--- config.mk ---
export PLATFORM = sky130hd
export DESIGN_NAME = dual_cam_pipe
export DESIGN_NICKNAME = d
export VERILOG_FILES = /design/src/logic/video_pkg.sv /design/src/logic/fifo_read_if.sv /design/src/logic/pix_stream_if.sv /design/src/logic/dual_cam_pipe.sv /design/src/logic/pixel_combine.sv /design/src/logic/line_fifo.sv /design/src/logic/cam_pixel_packer.sv
export SDC_FILE = /design/constraint.sdc
export NUM_CORES = 1
export LEC_CHECK = 0
export ABC_AREA = 1
export BUFFER_PORTS_ARGS = -buffer_cell sky130_fd_sc_hd__buf_2
export CAP_MARGIN = 10
export CORE_MARGIN = 2
export CORE_UTILIZATION = 56
export DETAILED_ROUTE_END_ITERATION = 16
export PLACE_DENSITY = 0.75
export SLEW_MARGIN = 20
export SYNTH_ARGS = -nofsm -noshare
export SYNTH_HDL_FRONTEND = slang
export SYNTH_SLANG_ARGS = --single-unit
--- constraint.sdc ---
create_clock -name clk -period 2.7 [get_ports clk]
set_clock_uncertainty 0.2 [all_clocks]
set_input_delay 0.405 -clock clk [delete_from_list [all_inputs] [get_ports clk]]
set_output_delay 0.405 -clock clk [all_outputs]
set_load 0.005 [all_outputs]
--- src/logic/video_pkg.sv ---
package video_pkg;

    // ----------------------------------------------------------------------
    // Channel widths of the RGB565 pixel and of the display side
    // ----------------------------------------------------------------------
    localparam int CH_BITS = 8;
    localparam int R_BITS  = 5;
    localparam int G_BITS  = 6;
    localparam int B_BITS  = 5;

    localparam int R_PAD = CH_BITS - R_BITS;    // Zero bits appended to red
    localparam int G_PAD = CH_BITS - G_BITS;    // Zero bits appended to green
    localparam int B_PAD = CH_BITS - B_BITS;    // Zero bits appended to blue

    typedef struct packed {
        logic [R_BITS-1:0] red;
        logic [G_BITS-1:0] green;
        logic [B_BITS-1:0] blue;
    } rgb565_t;

    // One FIFO entry holds a pixel and its end-of-line mark
    typedef struct packed {
        rgb565_t pixel;
        logic    line_last;
    } pix_word_t;

    function automatic logic [CH_BITS-1:0] expand_r(input logic [R_BITS-1:0] c);
        return {c, {R_PAD{1'b0}}};
    endfunction

    function automatic logic [CH_BITS-1:0] expand_g(input logic [G_BITS-1:0] c);
        return {c, {G_PAD{1'b0}}};
    endfunction

    function automatic logic [CH_BITS-1:0] expand_b(input logic [B_BITS-1:0] c);
        return {c, {B_PAD{1'b0}}};
    endfunction

endpackage : video_pkg
--- src/logic/fifo_read_if.sv ---
`timescale 1ns/1ps

interface fifo_read_if import video_pkg::*; ();

    logic      empty;
    logic      pop;        // Only legal while empty is low
    pix_word_t data;       // Head word, valid whenever empty is low
    logic      overflow;

    // FIFO side
    modport src (
        output empty,
        output data,
        output overflow,
        input  pop
    );

    // Consumer side
    modport dst (
        input  empty,
        input  data,
        input  overflow,
        output pop
    );

endinterface : fifo_read_if

--- src/logic/pix_stream_if.sv ---
`timescale 1ns/1ps

interface pix_stream_if import video_pkg::*; ();

    logic    valid;        // One pixel per high cycle without back-pressure
    rgb565_t pixel;
    logic    line_last;    // Last pixel of the line
    logic    sof;          // First pixel after vsync
    logic    overflow;     // Sticky FIFO overflow seen back on the source side

    modport src (
        output valid,
        output pixel,
        output line_last,
        output sof,
        input  overflow
    );

    modport dst (
        input  valid,
        input  pixel,
        input  line_last,
        input  sof,
        output overflow
    );

endinterface : pix_stream_if

--- src/logic/dual_cam_pipe.sv ---
`timescale 1ns/1ps

module dual_cam_pipe import video_pkg::*; #(
    parameter int LINE_PIXELS = 8,
    parameter int FIFO_DEPTH  = 16,
    parameter int HS_AFTER    = 4,
    parameter int HS_HOLD     = 3
) (
    input  logic        clk,
    input  logic        rst,

    input  logic        cam1_vsync,
    input  logic        cam1_href,
    input  logic [7:0]  cam1_data,

    input  logic        cam2_vsync,
    input  logic        cam2_href,
    input  logic [7:0]  cam2_data,

    output logic        de,
    output logic [7:0]  r,
    output logic [7:0]  g,
    output logic [7:0]  b,
    output rgb565_t     pixel_2,
    output logic        hsync,
    output logic        error
);

    pix_stream_if cam1_stream ();
    pix_stream_if cam2_stream ();
    fifo_read_if  cam1_rd ();
    fifo_read_if  cam2_rd ();

    // ----------------------------------------------------------------------
    // Camera 1 path
    // ----------------------------------------------------------------------
    cam_pixel_packer #(.LINE_PIXELS(LINE_PIXELS)) u_cam1_packer (
        .clk  (clk        ),
        .rst  (rst        ),
        .vsync(cam1_vsync ),
        .href (cam1_href  ),
        .data (cam1_data  ),
        .out  (cam1_stream)
    );

    line_fifo #(.FIFO_DEPTH(FIFO_DEPTH), .payload_t(pix_word_t)) u_cam1_fifo (
        .clk(clk        ),
        .rst(rst        ),
        .wr (cam1_stream),
        .rd (cam1_rd    )
    );

    // ----------------------------------------------------------------------
    // Camera 2 path
    // ----------------------------------------------------------------------
    cam_pixel_packer #(.LINE_PIXELS(LINE_PIXELS)) u_cam2_packer (
        .clk  (clk        ),
        .rst  (rst        ),
        .vsync(cam2_vsync ),
        .href (cam2_href  ),
        .data (cam2_data  ),
        .out  (cam2_stream)
    );

    line_fifo #(.FIFO_DEPTH(FIFO_DEPTH), .payload_t(pix_word_t)) u_cam2_fifo (
        .clk(clk        ),
        .rst(rst        ),
        .wr (cam2_stream),
        .rd (cam2_rd    )
    );

    pixel_combine #(.HS_AFTER(HS_AFTER), .HS_HOLD(HS_HOLD)) u_pixel_combine (
        .clk    (clk    ),
        .rst    (rst    ),
        .rd_1   (cam1_rd),
        .rd_2   (cam2_rd),
        .de     (de     ),
        .r      (r      ),
        .g      (g      ),
        .b      (b      ),
        .pixel_2(pixel_2),
        .hsync  (hsync  ),
        .error  (error  )
    );

endmodule : dual_cam_pipe

--- src/logic/pixel_combine.sv ---
`timescale 1ns/1ps

module pixel_combine import video_pkg::*; #(
    parameter int HS_AFTER = 4,
    parameter int HS_HOLD  = 3
) (
    input  logic        clk,
    input  logic        rst,
    fifo_read_if.dst    rd_1,
    fifo_read_if.dst    rd_2,
    output logic        de,
    output logic [7:0]  r,
    output logic [7:0]  g,
    output logic [7:0]  b,
    output rgb565_t     pixel_2,
    output logic        hsync,
    output logic        error
);

    localparam int HS_TOTAL = HS_AFTER + HS_HOLD;
    localparam int HS_W     = $clog2(HS_TOTAL + 1);

    logic            pop;
    logic            line_end;
    logic            mismatch;
    logic [HS_W-1:0] hs_cnt;

    // Both sides are popped together so the pair stays aligned
    assign pop      = !rd_1.empty && !rd_2.empty;
    assign rd_1.pop = pop;
    assign rd_2.pop = pop;

    assign line_end = pop && rd_1.data.line_last && rd_2.data.line_last;
    assign mismatch = pop && (rd_1.data.line_last != rd_2.data.line_last);

    // ----------------------------------------------------------------------
    // Display enable, sync counter and sticky error
    // ----------------------------------------------------------------------
    always_ff @(posedge clk) begin
        if (rst) begin
            de     <= 1'b0;
            hs_cnt <= '0;
            error  <= 1'b0;
        end else begin
            de <= pop;
            if (line_end) begin
                hs_cnt <= HS_W'(HS_TOTAL);       // Counts down through delay then pulse
            end else if (hs_cnt != '0) begin
                hs_cnt <= hs_cnt - 1'b1;
            end
            if (mismatch || rd_1.overflow || rd_2.overflow) begin
                error <= 1'b1;
            end
        end
    end

    // Pulse covers the last HS_HOLD counts of the window
    assign hsync = (hs_cnt != '0) && (hs_cnt <= HS_W'(HS_HOLD));

    always_ff @(posedge clk) begin
        if (pop) begin
            r       <= expand_r(rd_1.data.pixel.red);
            g       <= expand_g(rd_1.data.pixel.green);
            b       <= expand_b(rd_1.data.pixel.blue);
            pixel_2 <= rd_2.data.pixel;          // Kept raw for the stereo path
        end
    end

    // Cameras must leave enough blanking for the sync pulse
    assert property (@(posedge clk) disable iff (rst) !(hsync && de));

endmodule : pixel_combine

--- src/logic/line_fifo.sv ---
`timescale 1ns/1ps

module line_fifo import video_pkg::*; #(
    parameter int  FIFO_DEPTH = 16,
    parameter type payload_t  = pix_word_t
) (
    input  logic        clk,
    input  logic        rst,
    pix_stream_if.dst   wr,
    fifo_read_if.src    rd
);

    localparam int AW = (FIFO_DEPTH > 1) ? $clog2(FIFO_DEPTH) : 1;

    payload_t      mem [FIFO_DEPTH];
    payload_t      wr_word;
    logic [AW-1:0] wr_ptr;
    logic [AW-1:0] rd_ptr;
    logic [AW:0]   count;
    logic          full;
    logic          do_wr;
    logic          do_rd;
    logic          overflow_q;

    assign wr_word = payload_t'({wr.pixel, wr.line_last});
    assign full    = (count == (AW+1)'(FIFO_DEPTH));
    assign do_wr   = wr.valid && !full;               // Writes into a full FIFO are lost
    assign do_rd   = rd.pop && !rd.empty;

    assign rd.empty    = (count == '0);
    assign rd.data     = mem[rd_ptr];                 // Head word falls through
    assign rd.overflow = overflow_q;
    assign wr.overflow = overflow_q;

    // ----------------------------------------------------------------------
    // Pointers, fill level and overflow flag
    // ----------------------------------------------------------------------
    always_ff @(posedge clk) begin
        if (rst) begin
            wr_ptr     <= '0;
            rd_ptr     <= '0;
            count      <= '0;
            overflow_q <= 1'b0;
        end else begin
            if (do_wr) begin
                wr_ptr <= wr_ptr + 1'b1;              // Wraps since depth is a power of two
            end
            if (do_rd) begin
                rd_ptr <= rd_ptr + 1'b1;
            end
            case ({do_wr, do_rd})
                2'b10:   count <= count + 1'b1;
                2'b01:   count <= count - 1'b1;
                default: count <= count;
            endcase
            if (wr.valid && full) begin
                overflow_q <= 1'b1;
            end
        end
    end

    always_ff @(posedge clk) begin
        if (do_wr) begin
            mem[wr_ptr] <= wr_word;
        end
    end

    // The consumer must look at empty before popping
    assert property (@(posedge clk) disable iff (rst) rd.pop |-> !rd.empty);

    assert property (@(posedge clk) disable iff (rst) count <= (AW+1)'(FIFO_DEPTH));

endmodule : line_fifo

--- src/logic/cam_pixel_packer.sv ---
`timescale 1ns/1ps

module cam_pixel_packer import video_pkg::*; #(
    parameter int LINE_PIXELS = 8
) (
    input  logic         clk,
    input  logic         rst,
    input  logic         vsync,
    input  logic         href,
    input  logic [7:0]   data,
    pix_stream_if.src    out
);

    localparam int CNT_W = (LINE_PIXELS > 1) ? $clog2(LINE_PIXELS) : 1;

    logic [7:0]       hi_byte;
    logic             phase;      // High once the first byte of a pair is held
    logic [CNT_W-1:0] pix_cnt;
    logic             sof_pend;
    logic             take_lo;
    logic             at_last;

    assign take_lo = href && phase && !vsync;
    assign at_last = (pix_cnt == CNT_W'(LINE_PIXELS - 1));

    // ----------------------------------------------------------------------
    // Byte phase, pixel counter and strobes
    // ----------------------------------------------------------------------
    always_ff @(posedge clk) begin
        if (rst) begin
            phase         <= 1'b0;
            pix_cnt       <= '0;
            sof_pend      <= 1'b0;
            out.valid     <= 1'b0;
            out.line_last <= 1'b0;
            out.sof       <= 1'b0;
        end else begin
            out.valid <= 1'b0;
            out.sof   <= 1'b0;
            if (vsync) begin
                phase    <= 1'b0;          // A new frame restarts pairing
                pix_cnt  <= '0;
                sof_pend <= 1'b1;
            end else if (href) begin
                phase <= !phase;
                if (phase) begin
                    out.valid     <= 1'b1;
                    out.line_last <= at_last;
                    out.sof       <= sof_pend;
                    sof_pend      <= 1'b0;
                    pix_cnt       <= at_last ? '0 : pix_cnt + 1'b1;
                end
            end
        end
    end

    always_ff @(posedge clk) begin
        if (href && !phase && !vsync) begin
            hi_byte <= data;                      // First byte is the high byte
        end
        if (take_lo) begin
            out.pixel <= rgb565_t'({hi_byte, data});
        end
    end

    // Pixels need two bytes, so strobes can never be back to back
    assert property (@(posedge clk) disable iff (rst) out.valid |=> !out.valid);

endmodule : cam_pixel_packer

---- Yosys cells after proc, flatten, opt, wreduce, memory -nomap -nowiden ----
Memory sizes are Yosys's and may differ from the RTL's. A register that Yosys moved wholly into a read port is not among the register bits.
Cells that the tools add are included.
word-level totals
  flip-flop bits (word level) ............. 125
  bits in latches ......................... 0
  bits in writable memories ............... 544
  bits in read-only memories .............. 0
  input bits .............................. 22
  output and inout bits ................... 43
  word-level logic and storage cells ...... 119
  memories kept ........................... 2
memories
  name             words  width  rd ports  clocked after memory_dff  write ports  line             source
  u_cam1_fifo.mem  16     17     1         1                         1            line_fifo.sv:15  payload_t mem [FIFO_DEPTH];
  u_cam2_fifo.mem  16     17     1         1                         1            line_fifo.sv:15
operators by class
  add/subtract/negate cells ............... 11
  multipliers ............................. 0
  div/mod/pow operators ................... 0
  $lt $le $gt $ge ......................... 1
  equal/unequal tests ..................... 9
  shift-type cells ........................ 0
  mux-type cells .......................... 16
  bitwise gates (word level) .............. 4
  reductions and logical operators ........ 43
operators with widths
  operator                                                                          number
  5-bit case mux with 2 select lines                                                2
  1-bit logical AND                                                                 19
  4-bit by 1-bit adder with 4-bit output, second input constant                     4
  4-bit two-way mux                                                                 4
  3-bit two-way mux                                                                 4
  5-bit by 1-bit adder with 5-bit output, second input constant                     2
  5-bit equality test, second input constant                                        2
  5-bit logical NOT                                                                 2
  5-bit by 1-bit subtractor with 5-bit output, second input constant                2
  1-bit logical NOT                                                                 8
  3-bit by 1-bit adder with 3-bit output, second input constant                     2
  3-bit equality test, second input constant                                        2
  1-bit two-way mux                                                                 6
  3-bit AND reduction                                                               2
  2-bit nonzero test                                                                3
  3-bit OR reduction                                                                2
  2-bit by 1-bit equality test with 1-bit output, second input constant             2
  2-bit equality test, second input constant                                        2
  1-bit inverter                                                                    4
  2-bit AND reduction                                                               2
  2-bit OR reduction                                                                2
  3-bit by 2-bit less-or-equal comparator with 1-bit output, second input constant  1
  3-bit nonzero test                                                                1
  3-bit by 1-bit subtractor with 3-bit output, second input constant                1
  2 further kinds                                                                   3

---- Logic depth before layout (Yosys ltp) ----
  word-level depth ........................ 6
  depth in mapped cells ................... 15
  depth with buffers taken out ............ 14

---- Modules after synthesis ----
From an unflattened synthesis, not the netlist that was laid out.
second synthesis, totals
  cells, all modules ...................... 1938
  area total of the unflattened synthesis .. 27162.3 um^2
modules (own cells, without submodules)
  module                   instances  cells an instance  area each (um^2)  seq. area each (um^2)
  line_fifo (u_cam2_fifo)  1          859                11877.6           8528.2
  line_fifo (u_cam1_fifo)  1          857                11825.1           8528.2
  cam_pixel_packer         2          69                 1068.5            880.8
  pixel_combine            1          84                 1322.5            1061.0

---- Worst setup path before layout ----
OpenSTA, ideal clock, no wires.
  path type ............................... reg2reg
  start point ............................. register u_cam1_fifo.count[0]
  end point ............................... register u_cam1_fifo.count[4]
  setup time .............................. 0.132 ns
  arrival ................................. 2.278 ns
  data required time ...................... 2.368 ns
  path slack .............................. 0.090 ns
  cell stages (with the launch flop) ...... 15
  buffers on the path ..................... 1
  clock period less this slack ............ 2.610 ns
  cell sequence ........................... dfxtp_1 -> nor4_4 -> nand2_2 -> nand2_4 -> inv_2 -> buf_6 -> ha_1 -> xor2_1 -> ha_1 -> a21o_1 -> nand3_1 -> nand2_1 -> xor2_1 -> nand2_1 -> a21oi_1
between the ends
  cells in the longest elaborated chain, start to end .. 6
  elaborated cells between the ends (all ways) .. 13
  classes of those cells .................. 2 x add/sub; 3 x eq/ne; 1 x mux; 7 x reduce/logical
RTL lines
  element                                                                                line                 source
  start: declaration                                                                     line_fifo.sv:19      logic [AW:0] count;
  start signal: assignment                                                               line_fifo.sv:52      2'b10: count <= count + 1'b1;
  start signal: assignment                                                               line_fifo.sv:53      2'b01: count <= count - 1'b1;
  start signal: assignment                                                               line_fifo.sv:54      default: count <= count;
  5-bit logical NOT (*)                                                                  line_fifo.sv:30      assign rd.empty = (count == '0);
  1-bit logical NOT (*)                                                                  pixel_combine.sv:29  assign pop = !rd_1.empty && !rd_2.empty;
  1-bit logical AND (*)                                                                  pixel_combine.sv:29
  named net cam1_rd.pop                                                                  fifo_read_if.sv:6    logic pop;
  1-bit logical AND (*)                                                                  line_fifo.sv:28      assign do_rd = rd.pop && !rd.empty;
  2-bit by 1-bit equality test with 1-bit output or 2-bit equality test (tied branches)  line_fifo.sv:51      case ({do_wr, do_rd})
  5-bit case mux with 2 select lines or 2-bit nonzero test (tied branches)               -
The timed path passes the listed nets; every way through them passes the cells marked *.
A chain may end at the register's enable or synchronous reset.

---- Worst setup path after layout ----
  start point ............................. register u_cam2_fifo.count[3]
  end point ............................... register u_cam2_fifo.count[3]
between the ends
  cells in the longest elaborated chain, start to end .. 6
  elaborated cells between the ends (all ways) .. 13
  classes of those cells .................. 2 x add/sub; 3 x eq/ne; 1 x mux; 7 x reduce/logical
RTL lines
  element                                                                                line
  start: declaration                                                                     line_fifo.sv:19
  start signal: assignment                                                               line_fifo.sv:52
  start signal: assignment                                                               line_fifo.sv:53
  start signal: assignment                                                               line_fifo.sv:54
  5-bit logical NOT                                                                      line_fifo.sv:30
  1-bit logical NOT                                                                      pixel_combine.sv:29, line_fifo.sv:28
  1-bit logical AND                                                                      pixel_combine.sv:29
  1-bit logical AND                                                                      line_fifo.sv:28
  2-bit by 1-bit equality test with 1-bit output or 2-bit equality test (tied branches)  line_fifo.sv:51
  5-bit case mux with 2 select lines or 2-bit nonzero test (tied branches)               -
Several ways; a longest one is shown, not always the timed one.

==> out/metrics.csv <==
stage,metric,value,unit
sta,fmax,0.3935,GHz
clocking,CTS tree,built,
sta,Slew Limit Fails,0,
yosys,area share of the largest cell type after synthesis,71.49,%
layout,nets,2063,
sta,final hold viol count,0,
clocking,H-tree Lvls,3,
floorplanning,initial cell density of the core,56.54,%
yosys,post-synthesis async set-or-reset flop share,0,%
clocking,Worst-Skew Late Latency,0.61,ns
worst_setup_path,CP Cell Sequence,"nor4_4, nand2_2, nand2_4, inv_1, ha_4, nand2_1, inv_1, nor2_1, nand3_1, nand3_1, xor2_1, a21oi_1",
worst_setup_path,Crit. End Element,flip-flop,
global_routing,number of global-route vias before repair,16400,
yosys,Synth Cell Area,26210,um2
floorplanning,Die ar.,48550,um2
yosys,Synth Flop Type,edfxtp_1,
worst_setup_path,r2r startpoint,u_cam2_fifo.count[3],
sta,"Setup violations, final",0,
drt,# DRC,0,
clocking,CTS Buf Count,67,
layout,non-filler cells in the finished layout,2675,
floorplanning,IO Count,65,
sta,final cycle utilization of the critical path,94.11,%
clocking,clk sinks,677,
floorplanning,die width,220.3,um
placed_design,Placed Area,27320,um2
sta,Slew HR,28.04,%
yosys,Post-Synthesis Cells,1921,
sta,Min Hold Slack,0.1028,ns
clocking,Max clock buf depth,3,
drt,post-route ant nets,0,
layout,layout cells sized above 1,13.10,%
global_routing,Congestion Overflow GR,0,
drt,initial DRC count,1942,
sta,Worst Max-Slew Pin Slew,1.078,ns
yosys,register area share after synthesis,75.54,%
global_routing,largest net degree at the start of global routing,137,
worst_setup_path,crit start category,flip-flop,
layout,design area,29740,um2
placed_design,Detail Placement HPWL,33870,um
layout,"commonest non-fill, non-tap cells in the layout","edfxtp_1 (624), nor2_1 (297), o21ai_0 (270), nand2_1 (131), o221ai_1 (101)",
layout,Synth-to-Final Area Change,13.48,%
worst_setup_path,slowest CP cell,dfxtp_2,
yosys,post-synthesis register bit count,677,
yosys,number of flops mapped to enable cells by yosys,624,
yosys,main area contributors after synthesis,"edfxtp_1 (71%), o21ai_0 (5.2%), nor2_1 (4.7%)",
pwr,Final Power,27.57,mW
worst_hold_path,hold_sp,rst,
drt,1st-pass router iterations,5,
pwr,leak pwr,10.06,nW
layout,"Core Util, Final",64.15,%
worst_setup_path,crit-path max FO,5,
drt,wire per inst,22.29,um
global_routing,initial antenna violation count,0,
yosys,Yosys Warn Count,0,
placed_design,Placed Cells,2532,
yosys,synth unique cells,34,
worst_setup_path,critical path class,reg -> reg,
pwr,PD cells,926.9,nW/um2
placed_design,RePlAce Congestion,0.8163,
sta,Setup TNS,0,ns
layout,"commonest non-fill, non-tap cell in the layout",edfxtp_1,
worst_setup_path,Worst EP required,2.96,ns
drt,routed vias,16280,
layout,fillcell total,3205,
drt,WL final,59620,um
worst_hold_path,Worst Hold Class,in -> reg,
worst_setup_path,Crit path largest cell delay,0.35,ns
global_routing,first-pass GRT wire length,92290,um
outcome,run status,"finished, final reports clean",
clocking,Clock Pin Slew Worst Setup and Hold Paths,0.06,ns
worst_setup_path,crit path DAT,2.80,ns
sta,final worst setup slack,0.1590,ns
layout,ant diodes,0,
clocking,CTS Root Cell,clkbuf_16,
global_routing,Total GRT Usage,25.16,%
drt,Avg Vias per Cell,6.086,
pwr,peak supply drop,685.8,uV
flow_run,maxcap violations,0,
placed_design,PortBufs,56,
layout,Seq. cell area,19810,um2
floorplanning,floorplan row count,79,
floorplanning,core area,46360,um2
yosys,leading area contributor after synthesis,edfxtp_1,
sta,Final min period,2.541,ns
floorplanning,Die H,220.3,um
yosys,Avg Inst Size Synth,13.64,um2
layout,footprint of the multi-input gates,5692,um2
placed_design,Placement Setup Slack,0.09354,ns
worst_setup_path,Critical Path Start,u_cam2_fifo.count[3],
-- critical path, delay by kind of cell (launching register included) --
kind / cells / cell delay [ns]
buf+inv: 2 / 0.14
fa+ha+maj: 1 / 0.19
simple gates: 7 / 1.21
flops: 1 / 0.35
xor+xnor: 1 / 0.23
compound gates: 1 / 0.11
-- final cells by class --
type	count	area share, %
Sequential cell	677	66.62
Multi-Input combinational cell	1070	19.14
Clock buffer	87	6.104
Timing Repair Buffer	140	3.669
Tap cell	607	2.554
Clock inverter	32	1.102
Inverter	62	0.8119
-- cell usage after synthesis (4+ instances only) --
| library cell | instances |
|---|---|
| nor3_1 | 6 |
| buf_4 | 15 |
| buf_6 | 8 |
| dfxtp_1 | 53 |
| nand2_1 | 131 |
| nand3_1 | 75 |
| o211ai_1 | 27 |
| buf_2 | 45 |
| o21ai_1 | 8 |
| nor2_1 | 330 |
| inv_2 | 4 |
| nand2_4 | 4 |
| o221ai_1 | 101 |
| clkbuf_2 | 4 |
| o21ai_0 | 270 |
| ha_1 | 23 |
| clkbuf_1 | 46 |
| a21oi_1 | 28 |
| inv_1 | 52 |
| xor2_1 | 16 |
| edfxtp_1 | 624 |
| o22ai_1 | 27 |
-- routing by layer --
layer	global-route usage, %	up-vias	part of all wire (%)
li1	-	7310	-
met1	32.31	7991	38
met2	42.09	809	50
met3	4.564	170	7.7
met4	11.32	0	4.0
met5	0	-	0
-- sequential cells by signal (all words and copies together) (netlist names), 3 cells and up, named ones only --
signal / cells
u_cam1_fifo.mem: 272
u_cam1_fifo.rd_ptr: 4
u_cam2_fifo.count: 5
u_cam1_fifo.wr_ptr: 4
u_cam1_packer.hi_byte: 8
u_cam1_packer.out.pixel: 16
u_cam2_packer.pix_cnt: 3
u_cam2_fifo.mem: 272
u_pixel_combine.b: 5
u_pixel_combine.hs_cnt: 3
u_cam1_fifo.count: 5
u_cam1_packer.pix_cnt: 3
u_pixel_combine.r: 5
u_cam2_fifo.wr_ptr: 4
u_cam2_packer.out.pixel: 16
u_cam2_packer.hi_byte: 8
u_pixel_combine.pixel_2: 16
u_pixel_combine.g: 6
u_cam2_fifo.rd_ptr: 4
-- power by group --
part	leakage (nW)	internal (mW)	total (mW)	switching [mW]
registers	6.08	12.0	12.3	0.341
logic	2.95	1.99	6.10	4.11
clock network	1.03	5.26	9.13	3.87
-- timing repair --
action                                  4_1_cts  5_1_grt
setup buffers                                 0        2
hold endpoints to repair                     40        0
hold buffers                                 22        0
endpoints found under the setup margin        0        5
resized for setup                             0        9
-- final timing paths --
check	to	slack (ns)	depth (start not counted)
max	u_cam2_fifo.count[3]	0.16	12
min	u_cam1_fifo.wr_ptr[2]	0.10	3
max reg2reg	u_cam2_fifo.count[3]	0.16	12
min reg2reg	u_cam2_packer.out.pixel[15]	0.21	0
-- kinds of logic after synthesis --
family | Yosys count | share of synthesized area, %
compound gates | 466 | 10.77
xor+xnor | 19 | 0.6349
flops | 677 | 75.54
simple gates | 554 | 8.641
buf+inv | 181 | 3.299
other cells | 1 | 0.01431
fa+ha+maj | 23 | 1.098
Power figures use the tool's default switching activity.
